**src/ctrlPkg.sv**
```systemverilog
package ctrlPkg;

	// operand A source.
	localparam logic aluaSrcRegA = 1'b0;

	// operand B sources.
	localparam int alubSrcWidth = 3;
	localparam logic [alubSrcWidth-1:0] alubSrcRegB = 3'd0;
	localparam logic [alubSrcWidth-1:0] alubSrcArgU4 = 3'd1;
	localparam logic [alubSrcWidth-1:0] alubSrcArgU8 = 3'd2;
	localparam logic [alubSrcWidth-1:0] alubSrcU8RegB = 3'd3; // upper byte of rb.

	// where register A's address comes from.
	localparam int regaSelWidth = 2;
	localparam logic [regaSelWidth-1:0] regaAddrField = 2'd0; // arg[6:4].
	localparam logic [regaSelWidth-1:0] regaAddrRb = 2'd1;    // r7.
	localparam logic [regaSelWidth-1:0] regaAddrRa = 2'd2;    // r6.

	// condition code latch layout.
	localparam int flagWidth = 3;
	localparam int flagZero = 0;
	localparam int flagNegative = 1;
	localparam int flagCarry = 2;

endpackage

```
**src/isaPkg.sv**
```systemverilog
package isaPkg;

	// instruction word: group | operation | mode | argument byte.
	localparam int instrWidth = 16;
	localparam int groupWidth = 2;
	localparam int opWidth = 4;
	localparam int modeWidth = 2;
	localparam int argWidth = 8;

	localparam int groupLsb = 14;
	localparam int opLsb = 10;
	localparam int modeLsb = 8;
	localparam int argLsb = 0;

	localparam logic [groupWidth-1:0] groupAluLogic = 2'b01;

	localparam logic [opWidth-1:0] opAnd = 4'd0;
	localparam logic [opWidth-1:0] opOr = 4'd1;
	localparam logic [opWidth-1:0] opXor = 4'd2;
	localparam logic [opWidth-1:0] opAdd = 4'd3;
	localparam logic [opWidth-1:0] opSub = 4'd4;
	localparam logic [opWidth-1:0] opMov = 4'd5;
	localparam logic [opWidth-1:0] opNot = 4'd6;
	localparam logic [opWidth-1:0] opShl = 4'd7;
	localparam logic [opWidth-1:0] opNopBase = 4'd8; // 8 to 15 do nothing.

	localparam logic [modeWidth-1:0] modeRegReg = 2'd0;
	localparam logic [modeWidth-1:0] modeRegU4 = 2'd1;
	localparam logic [modeWidth-1:0] modeRegbU8 = 2'd2;
	localparam logic [modeWidth-1:0] modeRegaU8rb = 2'd3;

	localparam int regAddrWidth = 3;

	// fixed registers used by the byte modes.
	localparam logic [regAddrWidth-1:0] regRb = 3'd7;
	localparam logic [regAddrWidth-1:0] regRa = 3'd6;

endpackage

```
**src/alu.sv**
```systemverilog
`timescale 1ns/1ps

module alu #(
	parameter int dataWidth = 16
) (
	input  logic                             CLK,
	input  logic                             rstN,
	input  logic [dataWidth-1:0]             regaData,
	input  logic [dataWidth-1:0]             regbData,
	input  logic [isaPkg::argWidth-1:0]      argByte,
	input  logic [isaPkg::opWidth-1:0]       aluOp,
	input  logic                             aluaSrc,
	input  logic [ctrlPkg::alubSrcWidth-1:0] alubSrc,
	input  logic                             aluLd,
	input  logic                             cclLd,
	output logic [dataWidth-1:0]             resultData,
	output logic                             zero,
	output logic                             negative,
	output logic                             carry
);

	logic [dataWidth-1:0] operandA;
	logic [dataWidth-1:0] operandB;
	logic [dataWidth-1:0] resultNext;
	logic [dataWidth:0] wide;
	logic carryNext;
	logic [ctrlPkg::flagWidth-1:0] ccl;

	assign operandA = (aluaSrc == ctrlPkg::aluaSrcRegA) ? regaData : '0;

	always_comb begin
		case (alubSrc)
			ctrlPkg::alubSrcRegB: operandB = regbData;
			ctrlPkg::alubSrcArgU4: operandB = dataWidth'(argByte[3:0]);
			ctrlPkg::alubSrcArgU8: operandB = dataWidth'(argByte);
			ctrlPkg::alubSrcU8RegB: operandB = dataWidth'(regbData[8 +: 8]);
			default: operandB = '0;
		endcase
	end

	// not and shl act on A alone, mov copies B.
	always_comb begin
		wide = '0;
		resultNext = '0;
		carryNext = 1'b0;
		case (aluOp)
			isaPkg::opAnd: resultNext = operandA & operandB;
			isaPkg::opOr: resultNext = operandA | operandB;
			isaPkg::opXor: resultNext = operandA ^ operandB;
			isaPkg::opAdd: begin
				wide = {1'b0, operandA} + {1'b0, operandB};
				resultNext = wide[dataWidth-1:0];
				carryNext = wide[dataWidth]; // carry out.
			end
			isaPkg::opSub: begin
				wide = {1'b0, operandA} - {1'b0, operandB};
				resultNext = wide[dataWidth-1:0];
				carryNext = wide[dataWidth]; // borrow.
			end
			isaPkg::opMov: resultNext = operandB;
			isaPkg::opNot: resultNext = ~operandA;
			isaPkg::opShl: begin
				resultNext = {operandA[dataWidth-2:0], 1'b0};
				carryNext = operandA[dataWidth-1];
			end
			default: resultNext = operandA;
		endcase
	end

	always_ff @(posedge CLK) begin
		if (!rstN) begin
			resultData <= '0;
			ccl <= '0;
		end else begin
			if (aluLd) begin
				resultData <= resultNext;
			end
			if (cclLd) begin
				ccl[ctrlPkg::flagZero] <= (resultNext == '0);
				ccl[ctrlPkg::flagNegative] <= resultNext[dataWidth-1];
				ccl[ctrlPkg::flagCarry] <= carryNext;
			end
		end
	end

	assign zero = ccl[ctrlPkg::flagZero];
	assign negative = ccl[ctrlPkg::flagNegative];
	assign carry = ccl[ctrlPkg::flagCarry];

endmodule

```
**src/aluExecCore.sv**
```systemverilog
`timescale 1ns/1ps

module aluExecCore #(
	parameter int dataWidth = 16
) (
	input  logic                            CLK,
	input  logic                            rstN,
	input  logic [isaPkg::instrWidth-1:0]   instruction,
	output logic                            fetch,
	output logic                            regWen,
	output logic [isaPkg::regAddrWidth-1:0] regWaddr,
	output logic [dataWidth-1:0]            regWdata,
	output logic                            zero,
	output logic                            negative,
	output logic                            carry
);

	logic execute;
	logic commit;
	logic regaClkEn;
	logic regbClkEn;
	logic [isaPkg::regAddrWidth-1:0] regbAddr;
	logic [isaPkg::opWidth-1:0] aluOp;
	logic aluaSrc;
	logic [ctrlPkg::alubSrcWidth-1:0] alubSrc;
	logic [isaPkg::argWidth-1:0] argByte;
	logic aluLd;
	logic cclLd;
	logic [dataWidth-1:0] regaData;
	logic [dataWidth-1:0] regbData;

	// decode strobe is not needed by this slice.
	instructionPhaseDecoder phase_i (
		.CLK(CLK), .rstN(rstN),
		.fetch(fetch), .decode(), .execute(execute), .commit(commit)
	);

	aluGroupDecoder decoder_i (
		.CLK(CLK), .rstN(rstN), .instruction(instruction),
		.fetch(fetch), .execute(execute), .commit(commit),
		.regaClkEn(regaClkEn), .regbClkEn(regbClkEn), .regaWen(regWen),
		.regaAddr(regWaddr), .regbAddr(regbAddr),
		.aluOp(aluOp), .aluaSrc(aluaSrc), .alubSrc(alubSrc), .argByte(argByte),
		.aluLd(aluLd), .cclLd(cclLd)
	);

	registerFile #(.dataWidth(dataWidth)) regs_i (
		.CLK(CLK), .rstN(rstN),
		.regaClkEn(regaClkEn), .regbClkEn(regbClkEn), .regaWen(regWen),
		.regaAddr(regWaddr), .regbAddr(regbAddr), .writeData(regWdata),
		.regaData(regaData), .regbData(regbData)
	);

	alu #(.dataWidth(dataWidth)) alu_i (
		.CLK(CLK), .rstN(rstN),
		.regaData(regaData), .regbData(regbData), .argByte(argByte),
		.aluOp(aluOp), .aluaSrc(aluaSrc), .alubSrc(alubSrc),
		.aluLd(aluLd), .cclLd(cclLd),
		.resultData(regWdata), .zero(zero), .negative(negative), .carry(carry)
	);

endmodule

```
**src/aluGroupDecoder.sv**
```systemverilog
`timescale 1ns/1ps

module aluGroupDecoder (
	input  logic                                  CLK,
	input  logic                                  rstN,
	input  logic [isaPkg::instrWidth-1:0]         instruction,
	input  logic                                  fetch,
	input  logic                                  execute,
	input  logic                                  commit,
	output logic                                  regaClkEn,
	output logic                                  regbClkEn,
	output logic                                  regaWen,
	output logic [isaPkg::regAddrWidth-1:0]       regaAddr,
	output logic [isaPkg::regAddrWidth-1:0]       regbAddr,
	output logic [isaPkg::opWidth-1:0]            aluOp,
	output logic                                  aluaSrc,
	output logic [ctrlPkg::alubSrcWidth-1:0]      alubSrc,
	output logic [isaPkg::argWidth-1:0]           argByte,
	output logic                                  aluLd,
	output logic                                  cclLd
);

	logic [isaPkg::instrWidth-1:0] instrReg;
	logic [isaPkg::groupWidth-1:0] group;
	logic [isaPkg::opWidth-1:0] op;
	logic [isaPkg::modeWidth-1:0] mode;
	logic aluValid;
	logic usesRegB;
	logic [ctrlPkg::regaSelWidth-1:0] regaSel;

	// instruction is held from the end of fetch until the next fetch.
	always_ff @(posedge CLK) begin
		if (!rstN) begin
			instrReg <= '0;
		end else if (fetch) begin
			instrReg <= instruction;
		end
	end

	assign group = instrReg[isaPkg::groupLsb +: isaPkg::groupWidth];
	assign op = instrReg[isaPkg::opLsb +: isaPkg::opWidth];
	assign mode = instrReg[isaPkg::modeLsb +: isaPkg::modeWidth];
	assign argByte = instrReg[isaPkg::argLsb +: isaPkg::argWidth];

	assign aluValid = (group == isaPkg::groupAluLogic) && (op < isaPkg::opNopBase);

	always_comb begin
		case (mode)
			isaPkg::modeRegReg: begin
				regaSel = ctrlPkg::regaAddrField;
				alubSrc = ctrlPkg::alubSrcRegB;
				usesRegB = 1'b1;
			end
			isaPkg::modeRegU4: begin
				regaSel = ctrlPkg::regaAddrField;
				alubSrc = ctrlPkg::alubSrcArgU4;
				usesRegB = 1'b0;
			end
			isaPkg::modeRegbU8: begin
				regaSel = ctrlPkg::regaAddrRb;
				alubSrc = ctrlPkg::alubSrcArgU8;
				usesRegB = 1'b0;
			end
			default: begin // modeRegaU8rb, b is read from r7.
				regaSel = ctrlPkg::regaAddrRa;
				alubSrc = ctrlPkg::alubSrcU8RegB;
				usesRegB = 1'b1;
			end
		endcase
	end

	always_comb begin
		case (regaSel)
			ctrlPkg::regaAddrRb: regaAddr = isaPkg::regRb;
			ctrlPkg::regaAddrRa: regaAddr = isaPkg::regRa;
			default: regaAddr = argByte[6:4];
		endcase
	end

	assign regbAddr = (mode == isaPkg::modeRegaU8rb) ? isaPkg::regRb : argByte[2:0];

	assign aluOp = op;
	assign aluaSrc = ctrlPkg::aluaSrcRegA;

	// reads and loads in execute, write-back in commit.
	assign regaClkEn = execute & aluValid;
	assign regbClkEn = execute & aluValid & usesRegB;
	assign aluLd = execute & aluValid;
	assign cclLd = execute & aluValid & (op != isaPkg::opMov); // mov keeps the flags.
	assign regaWen = commit & aluValid;

	// the write-back must follow the result load of the execute phase.
	writeOnlyInCommit: assert property (
		@(posedge CLK) disable iff (!rstN)
		regaWen |-> $past(aluLd)
	) else $error("register write strobe without a result load in the cycle before");

endmodule

```
**src/instructionPhaseDecoder.sv**
```systemverilog
`timescale 1ns/1ps

module instructionPhaseDecoder (
	input  logic CLK,
	input  logic rstN,
	output logic fetch,
	output logic decode,
	output logic execute,
	output logic commit
);

	logic [3:0] phase; // one-hot, bit 0 is fetch.

	always_ff @(posedge CLK) begin
		if (!rstN) begin
			phase <= 4'b0001;
		end else begin
			phase <= {phase[2:0], phase[3]};
		end
	end

	assign fetch = phase[0];
	assign decode = phase[1];
	assign execute = phase[2];
	assign commit = phase[3];

	// a lost or doubled phase bit would stall or overlap instructions.
	phaseOneHot: assert property (
		@(posedge CLK) disable iff (!rstN)
		$onehot(phase)
	) else $error("phase sequencer left its one-hot rotation");

endmodule

```
**src/registerFile.sv**
```systemverilog
`timescale 1ns/1ps

module registerFile #(
	parameter int dataWidth = 16
) (
	input  logic                            CLK,
	input  logic                            rstN,
	input  logic                            regaClkEn,
	input  logic                            regbClkEn,
	input  logic                            regaWen,
	input  logic [isaPkg::regAddrWidth-1:0] regaAddr,
	input  logic [isaPkg::regAddrWidth-1:0] regbAddr,
	input  logic [dataWidth-1:0]            writeData,
	output logic [dataWidth-1:0]            regaData,
	output logic [dataWidth-1:0]            regbData
);

	localparam int numRegs = 2 ** isaPkg::regAddrWidth;

	logic [dataWidth-1:0] regs [numRegs];
	logic [dataWidth-1:0] regaHold;
	logic [dataWidth-1:0] regbHold;

	always_ff @(posedge CLK) begin
		if (!rstN) begin
			for (int i = 0; i < numRegs; i++) begin
				regs[i] <= '0;
			end
			regaHold <= '0;
			regbHold <= '0;
		end else begin
			if (regaWen) begin
				regs[regaAddr] <= writeData; // write port shares the A address.
			end
			if (regaClkEn) begin
				regaHold <= regs[regaAddr];
			end
			if (regbClkEn) begin
				regbHold <= regs[regbAddr];
			end
		end
	end

	// read ports pass through while enabled and hold the last value after.
	assign regaData = regaClkEn ? regs[regaAddr] : regaHold;
	assign regbData = regbClkEn ? regs[regbAddr] : regbHold;

	knownWriteData: assert property (
		@(posedge CLK) disable iff (!rstN)
		regaWen |-> !$isunknown(writeData)
	) else $error("register write with unknown data");

endmodule

```
**config.mk**
```make
export PLATFORM = sky130hd
export DESIGN_NAME = aluExecCore
export DESIGN_NICKNAME = d
export VERILOG_FILES = /design/src/ctrlPkg.sv /design/src/isaPkg.sv /design/src/alu.sv /design/src/aluExecCore.sv /design/src/aluGroupDecoder.sv /design/src/instructionPhaseDecoder.sv /design/src/registerFile.sv
export SDC_FILE = /design/constraint.sdc
export NUM_CORES = 1
export LEC_CHECK = 0
export ABC_AREA = 1
export BUFFER_PORTS_ARGS = -buffer_cell sky130_fd_sc_hd__buf_4
export CAP_MARGIN = 25
export CORE_UTILIZATION = 30
export CTS_BUF_LIST = sky130_fd_sc_hd__clkbuf_8
export DETAILED_ROUTE_END_ITERATION = 8
export HOLD_SLACK_MARGIN = 0.05
export SLEW_MARGIN = 20
export SYNTH_ARGS = -nofsm -noshare
export SYNTH_HDL_FRONTEND = slang
export SYNTH_SLANG_ARGS = --single-unit
export TNS_END_PERCENT = 30
```
**constraint.sdc**
```tcl
create_clock -name CLK -period 5.1 [get_ports CLK]
set_clock_uncertainty 0.15 [all_clocks]
set_input_delay 0.255 -clock CLK [delete_from_list [all_inputs] [get_ports CLK]]
set_output_delay 0.255 -clock CLK [all_outputs]
set_load 0.02 [all_outputs]
```
### After elaboration in Yosys (flattened, before gate mapping)

Memory sizes are Yosys's and may differ from the RTL's.
Cells that the tools add are included.

| word-level totals | value |
|---|---|
| flip-flop bits (word level) | 71 |
| bits in writable memories | 128 |
| input port bits | 18 |
| logic and storage cells | 60 |
| memories | 1 |

| cells by class | value |
|---|---|
| add/subtract/negate cells | 2 |
| magnitude comparators | 1 |
| equality and inequality tests | 17 |
| muxes and demuxes | 17 |
| bitwise gates (word level) | 8 |
| reduce and logical (&&, ||, !) cells | 8 |

Memory list:

| name | words | width | read ports | clocked after memory_dff | write ports | RTL line | RTL |
|---|---|---|---|---|---|---|---|
| regs_i.regs | 8 | 16 | 2 | 0 | 8 | registerFile.sv:20 | `logic [dataWidth-1:0] regs [numRegs];` |

Operator list:

| operator | count |
|---|---|
| 16-bit one-hot mux with 8 select lines | 1 |
| 16-bit one-hot mux with 4 select lines | 1 |
| 16-bit two-way mux | 3 |
| 16-bit by 16-bit adder with 17-bit output | 1 |
| 16-bit by 16-bit subtractor with 17-bit output | 1 |
| 16-bit AND | 1 |
| 4-bit by 3-bit == test with 1-bit output, second input constant | 4 |
| 16-bit logical NOT | 1 |
| 16-bit NOT | 1 |
| 16-bit bitwise OR | 1 |
| 16-bit OR reduction | 1 |
| 16-bit XOR | 1 |
| 2-bit == test, second input constant | 5 |
| 2-bit by 1-bit == test with 1-bit output, second input constant | 4 |
| 4-bit by 2-bit == test with 1-bit output, second input constant | 2 |
| 1-bit two-way mux | 6 |
| 3-bit two-way mux | 2 |
| 2-bit one-hot mux with 3 select lines | 1 |
| 3-bit one-hot mux with 2 select lines | 1 |
| 1-bit AND | 4 |
| 4-bit by 1-bit == test with 1-bit output, second input constant | 1 |
| 4-bit logical NOT | 1 |
| 4-bit < comparator, second input constant | 1 |
| 4-bit by 3-bit inequality test with 1-bit output, second input constant | 1 |
| 6 further kinds | 7 |

### Depth between registers and ports, before layout

Gate-level depths: netlist of run 1.
An unclocked memory read counts as a cell.

| logic depth | value |
|---|---|
| word-level depth | 10 |
| depth in mapped cells | 33 |
| depth with buffers taken out | 31 |

### Cells and area by module

A second synthesis of run 1 with hierarchy kept.

| second synthesis, totals | value |
|---|---|
| cells, all modules | 2170 |
| area total of the unflattened synthesis | 14256.2 µm² |

By module, submodules not included:

| module | instances | cells each | area an instance (µm²) | seq. area each (µm²) |
|---|---|---|---|---|
| registerFile | 1 | 1178 | 8864.8 | 4484.3 |
| alu | 1 | 868 | 4465.5 | 380.4 |
| aluGroupDecoder | 1 | 112 | 815.8 | 320.3 |
| instructionPhaseDecoder | 1 | 12 | 110.1 | 80.1 |

### Least setup slack after synthesis of run 1

Ideal clock, no wire load.

| path | value |
|---|---|
| path kind | register -> register |
| start | reg decoder_i.instrReg[9] in the netlist's numbering |
| end | reg alu_i.ccl[0] in the netlist's numbering |
| library setup time | 68 ps |
| arrival time | 3581 ps |
| required time | 4882 ps |
| slack | 1302 ps |
| stages on the path, launching flop included | 32 |
| clock period less this slack | 3798 ps |
| cell sequence | dfxtp_1 ha_1 buf_6 inv_4 nand2_4 buf_6 nand2_1 nand3_1 nand3_1 nand3_1 nand3_1 nand3_1 ha_1 inv_1 fa_1 inv_1 nand3_1 nand2_1 nand2_1 nand2_1 nand3_1 nand2_1 nand2_1 nand3_1 nand2_1 nor2_1 nand3_1 nor2_1 nand3_1 nor2_1 nand2_1 a21oi_2 |

| on the way | value |
|---|---|
| word-level cells in the longest chain between the ends | 10 |
| elaborated cells on any way between the ends | 30 |

Ends and longest elaborated chain:

| item | RTL line | RTL |
|---|---|---|
| start, declared | aluGroupDecoder.sv:23 | `logic [isaPkg::instrWidth-1:0] instrReg;` |
| start signal, assigned | aluGroupDecoder.sv:36 | `instrReg <= instruction;` |
| 2-bit by 1-bit == test with 1-bit output or 2-bit logical NOT (tied branches) | aluGroupDecoder.sv:48 | `case (mode)` |
| 2-bit OR reduction (no line) | - |  |
| 2-bit one-hot mux with 2 select lines | aluGroupDecoder.sv:48 |  |
| 2-bit == test or 2-bit by 1-bit == test with 1-bit output (tied branches) | aluGroupDecoder.sv:73 | `case (regaSel)` |
| 3-bit one-hot mux with 2 select lines | aluGroupDecoder.sv:73 |  |
| memory read 8 x 16 bit | - |  |
| 16-bit two-way mux | registerFile.sv:45 | `assign regaData = regaClkEn ? regs[regaAddr] : regaHold;` |
| 16-bit by 16-bit subtractor with 17-bit output, or another cell as far along | alu.sv:56 | `wide = {1'b0, operandA} - {1'b0, operandB};` |
| 16-bit one-hot mux with 8 select lines * | alu.sv:46 | `case (aluOp)` |
| 16-bit logical NOT * | alu.sv:79 | `ccl[ctrlPkg::flagZero] <= (resultNext == '0);` |
| end signal, assigned by index | alu.sv:79 |  |
| end signal, assigned by index | alu.sv:80 | `ccl[ctrlPkg::flagNegative] <= resultNext[dataWidth-1];` |
| end signal, assigned by index | alu.sv:81 | `ccl[ctrlPkg::flagCarry] <= carryNext;` |
| end, declared | alu.sv:27 | `logic [ctrlPkg::flagWidth-1:0] ccl;` |

Mark *: on every way between the ends. The rest lies on a longest branch, timed or not.
A chain may end at the register's enable or synchronous reset.

### Final worst setup path of run 1

| path | value |
|---|---|
| start | reg decoder_i.instrReg[8] in the netlist's numbering |
| end | reg alu_i.ccl[0] in the netlist's numbering |

Same word-level chain as after synthesis.

==> results of run 1 <==
-- Yosys cell counts (16+ instances only) --
library cell / number / area [sq um]
sky130_fd_sc_hd__ha_1: 52 / 651
sky130_fd_sc_hd__clkinv_1: 16 / 60.1
sky130_fd_sc_hd__or2_2: 21 / 131
sky130_fd_sc_hd__o21ai_0: 57 / 285
sky130_fd_sc_hd__buf_2: 23 / 115
sky130_fd_sc_hd__nand2_1: 601 / 2260
sky130_fd_sc_hd__inv_1: 189 / 709
sky130_fd_sc_hd__clkbuf_1: 36 / 135
sky130_fd_sc_hd__a21oi_1: 62 / 310
sky130_fd_sc_hd__nand3_1: 237 / 1190
sky130_fd_sc_hd__nor2_1: 301 / 1130
sky130_fd_sc_hd__dfxtp_1: 71 / 1420
sky130_fd_sc_hd__nand4_1: 16 / 100
sky130_fd_sc_hd__edfxtp_1: 128 / 3840
-- routing by layer --
layer	global-route usage (%)	vias to the layer above
li1	-	6397
met1	29.5	6420
met2	36.3	621
met3	3.06	98
met4	8.10	0
met5	0	-
-- kinds of logic after synthesis --
family	Yosys count	share of synthesized area [%]
AND/OR/NAND/NOR	1228	38.6
AO/OA/AOI/OAI	175	7.68
adder cells (fa/ha/maj)	54	5.13
XOR/XNOR	1	0.0651
flip-flops	199	39.1
buffers and inverters	296	9.45
-- report_power, final --
group          leakage, nW  switching, mW  internal [mW]  total (mW)
Sequential            1.90         0.0389           1.76        1.80
Combinational         4.75          0.623          0.272       0.894
Clock                0.203          0.616          0.391        1.01
-- sequential cells by signal (all words and copies together), names as in the netlist --
| signal | count |
|---|---|
| regs_i.regaHold | 16 |
| regs_i.regbHold | 16 |
| phase_i.phase | 4 |
| alu_i.resultData | 16 |
| regs_i.regs | 128 |
| alu_i.ccl | 3 |
| decoder_i.instrReg | 16 |
-- cell type report --
type,instances,area (sq um)
clock inverters,14,129
well taps,592,741
fillers,4713,29100
clock buffers,18,248
inverters,213,803
repair buffers,120,1040
multi-input cells,1458,6940
flip-flops and latches,199,5270
-- worst min-delay path by stage --
stage                                  end             start  cells past startpoint
floorplan           decoder_i.instrReg[15]   instruction[15]                      2
global placement          phase_i.phase[2]  phase_i.phase[1]                      2
detailed placement        phase_i.phase[2]  phase_i.phase[1]                      2
CTS                       phase_i.phase[2]  phase_i.phase[1]                      2
global route              phase_i.phase[2]  phase_i.phase[1]                      2
finish                    phase_i.phase[2]  phase_i.phase[1]                      2
-- through the flow --
step / total power, mW / std cells / hold WS, ns / setup WS (ns) / util (%)
global route: 3.87 / 2614 / 0.304 / 0.0136 / 34.3
global placement: 2.68 / 2543 / 0.248 / 0.309 / 32.5
CTS: 3.69 / 2603 / 0.276 / 0.310 / 34.0
finish: 3.70 / 2614 / 0.275 / 0.362 / 34.3
detailed placement: 2.68 / 2543 / 0.250 / 0.339 / 32.5
floorplan: 2.41 / 1953 / 0.240 / 1.30 / -
-- layout by cell type, fill, tap and decap left out, types with 52 or more instances in the layout --
master                     instances
sky130_fd_sc_hd__edfxtp_1        128
sky130_fd_sc_hd__nand3_1         237
sky130_fd_sc_hd__ha_1             52
sky130_fd_sc_hd__dfxtp_1          70
sky130_fd_sc_hd__o21ai_0          57
sky130_fd_sc_hd__nor2_1          301
sky130_fd_sc_hd__a21oi_1          62
sky130_fd_sc_hd__inv_1           190
sky130_fd_sc_hd__nand2_1         601
sky130_fd_sc_hd__buf_4            85
-- worst max-delay path, delay by kind of cell (launching register included) --
| kind | cells | cell delay [ns] |
|---|---|---|
| buf+inv | 5 | 0.68 |
| fa+ha+maj | 3 | 0.99 |
| flops | 1 | 0.37 |
| compound gates | 1 | 0.10 |
| simple gates | 21 | 2.38 |
-- repair_timing --
action	in CTS	in global routing
hold buffers	28	0
hold endpoints to repair	24	0
setup endpoints to repair	0	1
resized for setup	0	3
buffers inserted	0	8
==> load_flow_metrics.sql, run 1 <==
INSERT INTO impl_metrics (metric_group, metric, value, unit) VALUES
('floorplan', 'die-width', '214', 'um'),
('synth', 'share_of_synthesized_flip_flops_with_an_asynchronous_set_or_reset', '0', '%'),
('cells_and_area', 'n_antenna_cell', '0', ''),
('detailed_routing', 'via_per_inst', '5.18', ''),
('critical_path', 'critical_path.max_fanout', '30', ''),
('floorplan', 'row_count', '77', ''),
('clock_tree', 'cts_buffers', '17', ''),
('timing', 'min_period_over_period', '92.9', '%'),
('detailed_routing', 'detailedRoute.firstPassIterationCount', '6', ''),
('timing', 'finalHoldViolations', '0', ''),
('job', 'maxCapViolCount', '0', ''),
('clock_tree', 'htreeDepth', '4', ''),
('timing', 'timing.setup.tns', '0', 'ns'),
('placement', 'post_dp_cell_area', '14400', 'sq um'),
('clock_tree', 'tritoncts', 'yes', ''),
('synth', 'ys_ff_latch', '199', ''),
('floorplan', 'initial_core_util', '30.4', '%'),
('critical_path', 'path_class', 'register to register', ''),
('critical_path', 'setup.worst_path.end', 'alu_i.ccl[0]', ''),
('detailed_routing', 'via_count', '13536', ''),
('cells_and_area', 'layout.cell_area.non_filler', '15200', 'sq um'),
('critical_path', 'crit_path_largest_cell_delay', '0.49', 'ns'),
('synth', 'synthFlopType', 'sky130_fd_sc_hd__edfxtp_1', ''),
('critical_path', 'r2r_start', 'decoder_i.instrReg[8]', ''),
('placement', 'placement.io_buffers', '41', ''),
('floorplan', 'core', '44200', 'sq um'),
('critical_path', 'worst_reg_to_reg_cells', '30', ''),
('detailed_routing', 'wirelength', '49.9', 'mm'),
('critical_path', 'worstPathArrival', '5.00', 'ns'),
('timing', 'slew_headroom', '27.3', '%'),
('hold_path', 'hold_class', 'register to register', ''),
('cells_and_area', 'syn2layout_area_growth', '12.7', '%'),
('critical_path', 'timing.rr.end', 'alu_i.ccl[0]', ''),
('critical_path', 'worstPathRequired', '5.37', 'ns'),
('grt', 'total_routing_resource_utilization_after_global_routing', '22.1', '%'),
('clock_tree', 'clock_sink_count', '199', ''),
('pwr', 'total_leakage_power', '6.86', 'nW'),
('pwr', 'power_density', '244', 'nW/um^2'),
('timing', 'setup-violations-final', '0', ''),
('placement', 'dpl.hpwl', '35.5', 'mm'),
('pwr', 'vdd_drop_max', '0.147', 'mV'),
('critical_path', 'critical_path.startpoint_type', 'register', ''),
('grt', 'grt_start_max_net_pins', '48', ''),
('critical_path', 'crit_start', 'decoder_i.instrReg[8]', ''),
('clock_tree', 'clk_pin_slew_worst_paths', '0.11', 'ns'),
('cells_and_area', 'layout-drive-gt1-share', '9.64', '%'),
('grt', 'remaining_overflow_grt', '0', ''),
('floorplan', 'boundaryPins', '42', ''),
('cells_and_area', 'num-nets-final', '2081', ''),
('timing', 'worst_slew_pin_slew', '1.09', 'ns'),
('clock_tree', 'clock_tree.root_cell', 'sky130_fd_sc_hd__clkbuf_8', ''),
('critical_path', 'cp_common_cell', 'sky130_fd_sc_hd__nand3_1', ''),
('timing', 'report.final.slew_viol_count', '0', ''),
('detailed_routing', 'routed-wl-met2', '23.0', 'mm'),
('grt', 'antenna_found_initial', '0', ''),
('synth', 'synth.cell_area', '13500', 'sq um'),
('timing', 'setup_repair_after_global_routing_missed_its_margin', 'false', ''),
('floorplan', 'dieArea', '45700', 'sq um'),
('detailed_routing', 'drt.antenna.violating_nets', '0', ''),
('detailed_routing', 'drt_drc_violations_left', '0', ''),
('timing', 'post-route-min-period', '4.74', 'ns'),
('detailed_routing', 'met3_length', '3.63', 'mm'),
('critical_path', 'end_kind', 'register', ''),
('synth', 'synth_warnings', '0', ''),
('detailed_routing', 'post_drt_wl_per_cell', '19.1', 'um'),
('critical_path', 'rrSetupSlack', '0.36', 'ns'),
('critical_path', 'timing.critical_path.slowest_stage_cell', 'sky130_fd_sc_hd__fa_1', ''),
('synth', 'syn-mean-instance-area', '6.89', 'sq um'),
('synth', 'synth.yosys.seq_area_share', '39.1', '%'),
('detailed_routing', 'topRoutingLayerUsed', 'met4', ''),
('synth', 'synth_nets', '2025', ''),
('timing', 'achievable-frequency', '211', 'MHz'),
('synth', 'synth_instances', '1953', ''),
('detailed_routing', 'wl_met1', '21.6', 'mm'),
('floorplan', 'die-height', '214', 'um'),
('status', 'outcome', 'finished, final reports clean', ''),
('grt', 'grt_first_pass_wirelength', '75.4', 'mm'),
('synth', 'netlist-cell-type-count', '51', ''),
('clock_tree', 'cts_max_path_buffers', '2', ''),
('placement', 'place.gp.congestion', '0.954', ''),
('detailed_routing', 'first_iter_violations', '1497', ''),
('synth', 'number_of_enable_type_register_cells_in_the_synthesized_netlist', '128', ''),
('grt', 'grt_pass1_vias', '12625', ''),
('clock_tree', 'clk-insertion-delay-late', '0.49', 'ns');
(Power assumes the default switching activity.)
==> run 2: changes to the inputs <==
--- a/config.mk
+++ b/config.mk
@@ -8,12 +8,13 @@
 export ABC_AREA = 1
 export BUFFER_PORTS_ARGS = -buffer_cell sky130_fd_sc_hd__buf_4
 export CAP_MARGIN = 25
-export CORE_UTILIZATION = 30
+export CORE_UTILIZATION = 25
 export CTS_BUF_LIST = sky130_fd_sc_hd__clkbuf_8
 export DETAILED_ROUTE_END_ITERATION = 8
 export HOLD_SLACK_MARGIN = 0.05
 export SLEW_MARGIN = 20
 export SYNTH_ARGS = -nofsm -noshare
 export SYNTH_HDL_FRONTEND = slang
+export SYNTH_HIERARCHICAL = 1
 export SYNTH_SLANG_ARGS = --single-unit
 export TNS_END_PERCENT = 30
==> run 2 against run 1 <==
Net effect: global-route usage is 5.2 points lower; maximum frequency hardly changed; synthesized cell count is 11% higher; hold slack worse by 0.011 ns; synthesized area is 5.9% higher; sequential power hardly changed; worst setup slack better by 0.0025 ns; clock-buffer cell count stayed put; critical path type unchanged; critical endpoint is now alu_i/ccl[0]; highest routed layer unchanged.
==> load_flow_metrics.sql, run 2 <==
INSERT INTO impl_metrics (metric_group, metric, value, unit) VALUES
('synth', 'synth.top_cells.by_area', 'sky130_fd_sc_hd__edfxtp_1, sky130_fd_sc_hd__nand2_1, sky130_fd_sc_hd__dfxtp_1', ''),
('synth', 'synth.cell_area', '14300', 'sq um'),
('critical_path', 'path_class', 'register to register', ''),
('critical_path', 'critical_path.max_fanout', '14', ''),
('floorplan', 'row_count', '87', ''),
('synth', 'share_of_synthesized_flip_flops_with_an_asynchronous_set_or_reset', '0', '%'),
('synth', 'syn-mean-instance-area', '6.57', 'sq um'),
('critical_path', 'crit_start', 'decoder_i/instrReg[8]', ''),
('critical_path', 'worstPathRequired', '5.37', 'ns'),
('cells_and_area', 'n_antenna_cell', '0', ''),
('timing', 'slew_headroom', '31.8', '%'),
('clock_tree', 'cts_max_path_buffers', '2', ''),
('critical_path', 'critical_path.startpoint_type', 'register', ''),
('grt', 'total_routing_resource_utilization_after_global_routing', '16.9', '%'),
('clock_tree', 'clk-insertion-delay-late', '0.50', 'ns'),
('pwr', 'power_density', '228', 'nW/um^2'),
('timing', 'report.final.slew_viol_count', '0', ''),
('floorplan', 'die-height', '241', 'um'),
('timing', 'timing.setup.tns', '0', 'ns'),
('pwr', 'post-layout-total-power', '3.61', 'mW'),
('synth', 'yosysTopAreaCellShare', '27.0', '%'),
('timing', 'setup-violations-final', '0', ''),
('placement', 'dpl.hpwl', '34.1', 'mm'),
('floorplan', 'initial_core_util', '25.3', '%'),
('critical_path', 'crit_path_largest_cell_delay', '0.47', 'ns'),
('synth', 'number_of_enable_type_register_cells_in_the_synthesized_netlist', '128', ''),
('detailed_routing', 'post_drt_wl_per_cell', '16.4', 'um'),
('status', 'outcome', 'finished, final reports clean', ''),
('critical_path', 'worstPathArrival', '5.00', 'ns'),
('grt', 'grt_first_pass_wirelength', '74.7', 'mm'),
('critical_path', 'setup.worst_path.end', 'alu_i/ccl[0]', ''),
('critical_path', 'r2r_start', 'decoder_i/instrReg[8]', ''),
('clock_tree', 'post-cts-setup-buffers', '0', ''),
('cells_and_area', 'layout-drive-gt1-share', '9.38', '%'),
('timing', 'finalHoldViolations', '0', ''),
('timing', 'min_period_over_period', '92.9', '%'),
('detailed_routing', 'drt.antenna.violating_nets', '0', ''),
('cells_and_area', 'final_cell_mix', 'sky130_fd_sc_hd__nand2_1, sky130_fd_sc_hd__inv_1, sky130_fd_sc_hd__nor2_1', ''),
('critical_path', 'cp_common_cell', 'sky130_fd_sc_hd__nand2_1', ''),
('cells_and_area', 'most_frequent_standard_cell_in_the_layout_excluding_fill_and_tap_cells', 'sky130_fd_sc_hd__nand2_1', ''),
('cells_and_area', 'largest_register_ff_count', '128', ''),
('critical_path', 'end_kind', 'register', ''),
('pwr', 'total_leakage_power', '7.50', 'nW'),
('cells_and_area', 'num-nets-final', '2255', ''),
('critical_path', 'worst_reg_to_reg_cells', '28', ''),
('job', 'maxCapViolCount', '0', ''),
('hold_path', 'hold_path_depth', '2', ''),
('synth', 'synth_top_area_cell', 'sky130_fd_sc_hd__edfxtp_1', ''),
('critical_path', 'timing.critical_path.slowest_stage_cell', 'sky130_fd_sc_hd__ha_1', ''),
('floorplan', 'die-width', '241', 'um'),
('detailed_routing', 'via_per_inst', '4.69', ''),
('clock_tree', 'tritoncts', 'yes', ''),
('clock_tree', 'clock_tree.root_cell', 'sky130_fd_sc_hd__clkbuf_8', ''),
('detailed_routing', 'first_iter_violations', '1437', ''),
('cells_and_area', 'top_register', 'regs_i/regs', ''),
('grt', 'antenna_found_initial', '0', ''),
('floorplan', 'boundaryPins', '42', ''),
('clock_tree', 'htreeDepth', '4', ''),
('grt', 'grt_start_max_net_pins', '69', ''),
('floorplan', 'dieArea', '58000', 'sq um'),
('detailed_routing', 'detailedRoute.firstPassIterationCount', '5', ''),
('grt', 'remaining_overflow_grt', '0', ''),
('cells_and_area', 'syn2layout_area_growth', '11.2', '%'),
('placement', 'worst_setup_timing_slack_at_the_placement_stage', '0.354', 'ns'),
('pwr', 'vdd_drop_max', '0.166', 'mV'),
('timing', 'setup_repair_after_global_routing_missed_its_margin', 'false', ''),
('detailed_routing', 'drt_drc_violations_left', '0', ''),
('critical_path', 'timing.rr.end', 'alu_i/ccl[0]', ''),
('synth', 'synth.yosys.seq_area_share', '36.9', '%'),
('synth', 'synth_warnings', '6', ''),
('synth', 'netlist-cell-type-count', '40', ''),
('clock_tree', 'clock_sink_count', '199', ''),
('synth', 'synthFlopType', 'sky130_fd_sc_hd__edfxtp_1', ''),
('synth', 'synth_instances', '2170', ''),
('synth', 'synth_common_cells', 'sky130_fd_sc_hd__nand2_1, sky130_fd_sc_hd__inv_1, sky130_fd_sc_hd__nor2_1', ''),
('placement', 'placement.io_buffers', '41', ''),
('timing', 'post-route-min-period', '4.74', 'ns'),
('timing', 'fin_ws', '0.364', 'ns'),
('timing', 'achievable-frequency', '211', 'MHz'),
('hold_path', 'hold_class', 'register to register', ''),
('clock_tree', 'clk_pin_slew_worst_paths', '0.11', 'ns'),
('detailed_routing', 'wirelength', '48.5', 'mm'),
('placement', 'place.gp.congestion', '0.929', ''),
('grt', 'grt_pass1_vias', '12855', ''),
('clock_tree', 'cts_buffers', '17', ''),
('synth', 'ys_ff_latch', '199', ''),
('detailed_routing', 'via_count', '13846', ''),
('critical_path', 'rrSetupSlack', '0.36', 'ns'),
('synth', 'top_count_cell_post_synth', 'sky130_fd_sc_hd__nand2_1', ''),
('floorplan', 'core', '56400', 'sq um'),
('timing', 'worst_slew_pin_slew', '1.02', 'ns');
-- run 2: timing repair --
item	4_1_cts	5_1_grt
hold buffers	17	0
endpoints found under the hold margin	18	0
gates resized for setup	0	5
setup endpoints to repair	0	3
-- run 2: logic make-up after synthesis --
group                      Yosys count  synth area share, %
adders and majority gates           53                 4.76
buffers and inverters              426                 13.1
and+or+nand+nor                   1367                 40.5
other                                1               0.0263
AOI/OAI and AO/OA                  123                 4.61
xor gates and xnor gates             1               0.0614
DFF                                199                 36.9
-- run 2: routing by layer --
metal	GRT usage (%)	routed length (um)	up-vias	share of wire, %
met1	22.6	21300	6362	44
met3	1.91	3320	101	6.9
met4	7.00	1860	0	3.8
met5	0	0	-	0
met2	27.4	22000	624	45
li1	-	-	6759	-
-- run 2: layout make-up --
| class | count | area [sq um] |
|---|---|---|
| Fill cell | 6372 | 40500 |
| Multi-Input combinational cell | 1546 | 7150 |
| Sequential cell | 199 | 5270 |
| Inverter | 315 | 1190 |
| Tap cell | 756 | 946 |
| Timing Repair Buffer | 105 | 933 |
| Clock buffer | 18 | 248 |
| Clock inverter | 14 | 119 |
-- run 2: critical path, delay by kind of cell (launching register included) --
kind,cells,cell delay [ns]
simple gates,20,2.66
buf+inv,5,0.65
fa+ha+maj,2,0.65
flops,1,0.41
compound gates,1,0.13
-- run 2: worst min path at each step --
stage,startpoint,end,slack [ns]
floorplan,rstN,phase_i/phase[0],0.17
global placement,phase_i/phase[1],phase_i/phase[2],0.25
detailed placement,phase_i/phase[1],phase_i/phase[2],0.25
CTS,phase_i/phase[1],phase_i/phase[2],0.27
global route,phase_i/phase[1],phase_i/phase[2],0.28
finish,phase_i/phase[1],phase_i/phase[2],0.26
-- run 2: per-stage QoR --
step	area, sq um	std cells	utilization, %	hold WS [ns]
2_1_floorplan	14300	2171	-	0.174
5_1_grt	15800	2953	28.1	0.283
4_1_cts	15800	2950	28.0	0.266
6_report	15800	2953	28.1	0.263
3_5_place_dp	15300	2901	27.0	0.249
3_3_place_gp	15200	2901	27.0	0.250
-- run 2: where the power goes --
group	internal [mW]	switching [mW]	leakage [nW]	total, mW
registers	1.76	0.0385	1.90	1.80
clock network	0.365	0.610	0.182	0.975
logic	0.250	0.588	5.42	0.839
total	2.38	1.24	7.50	3.61
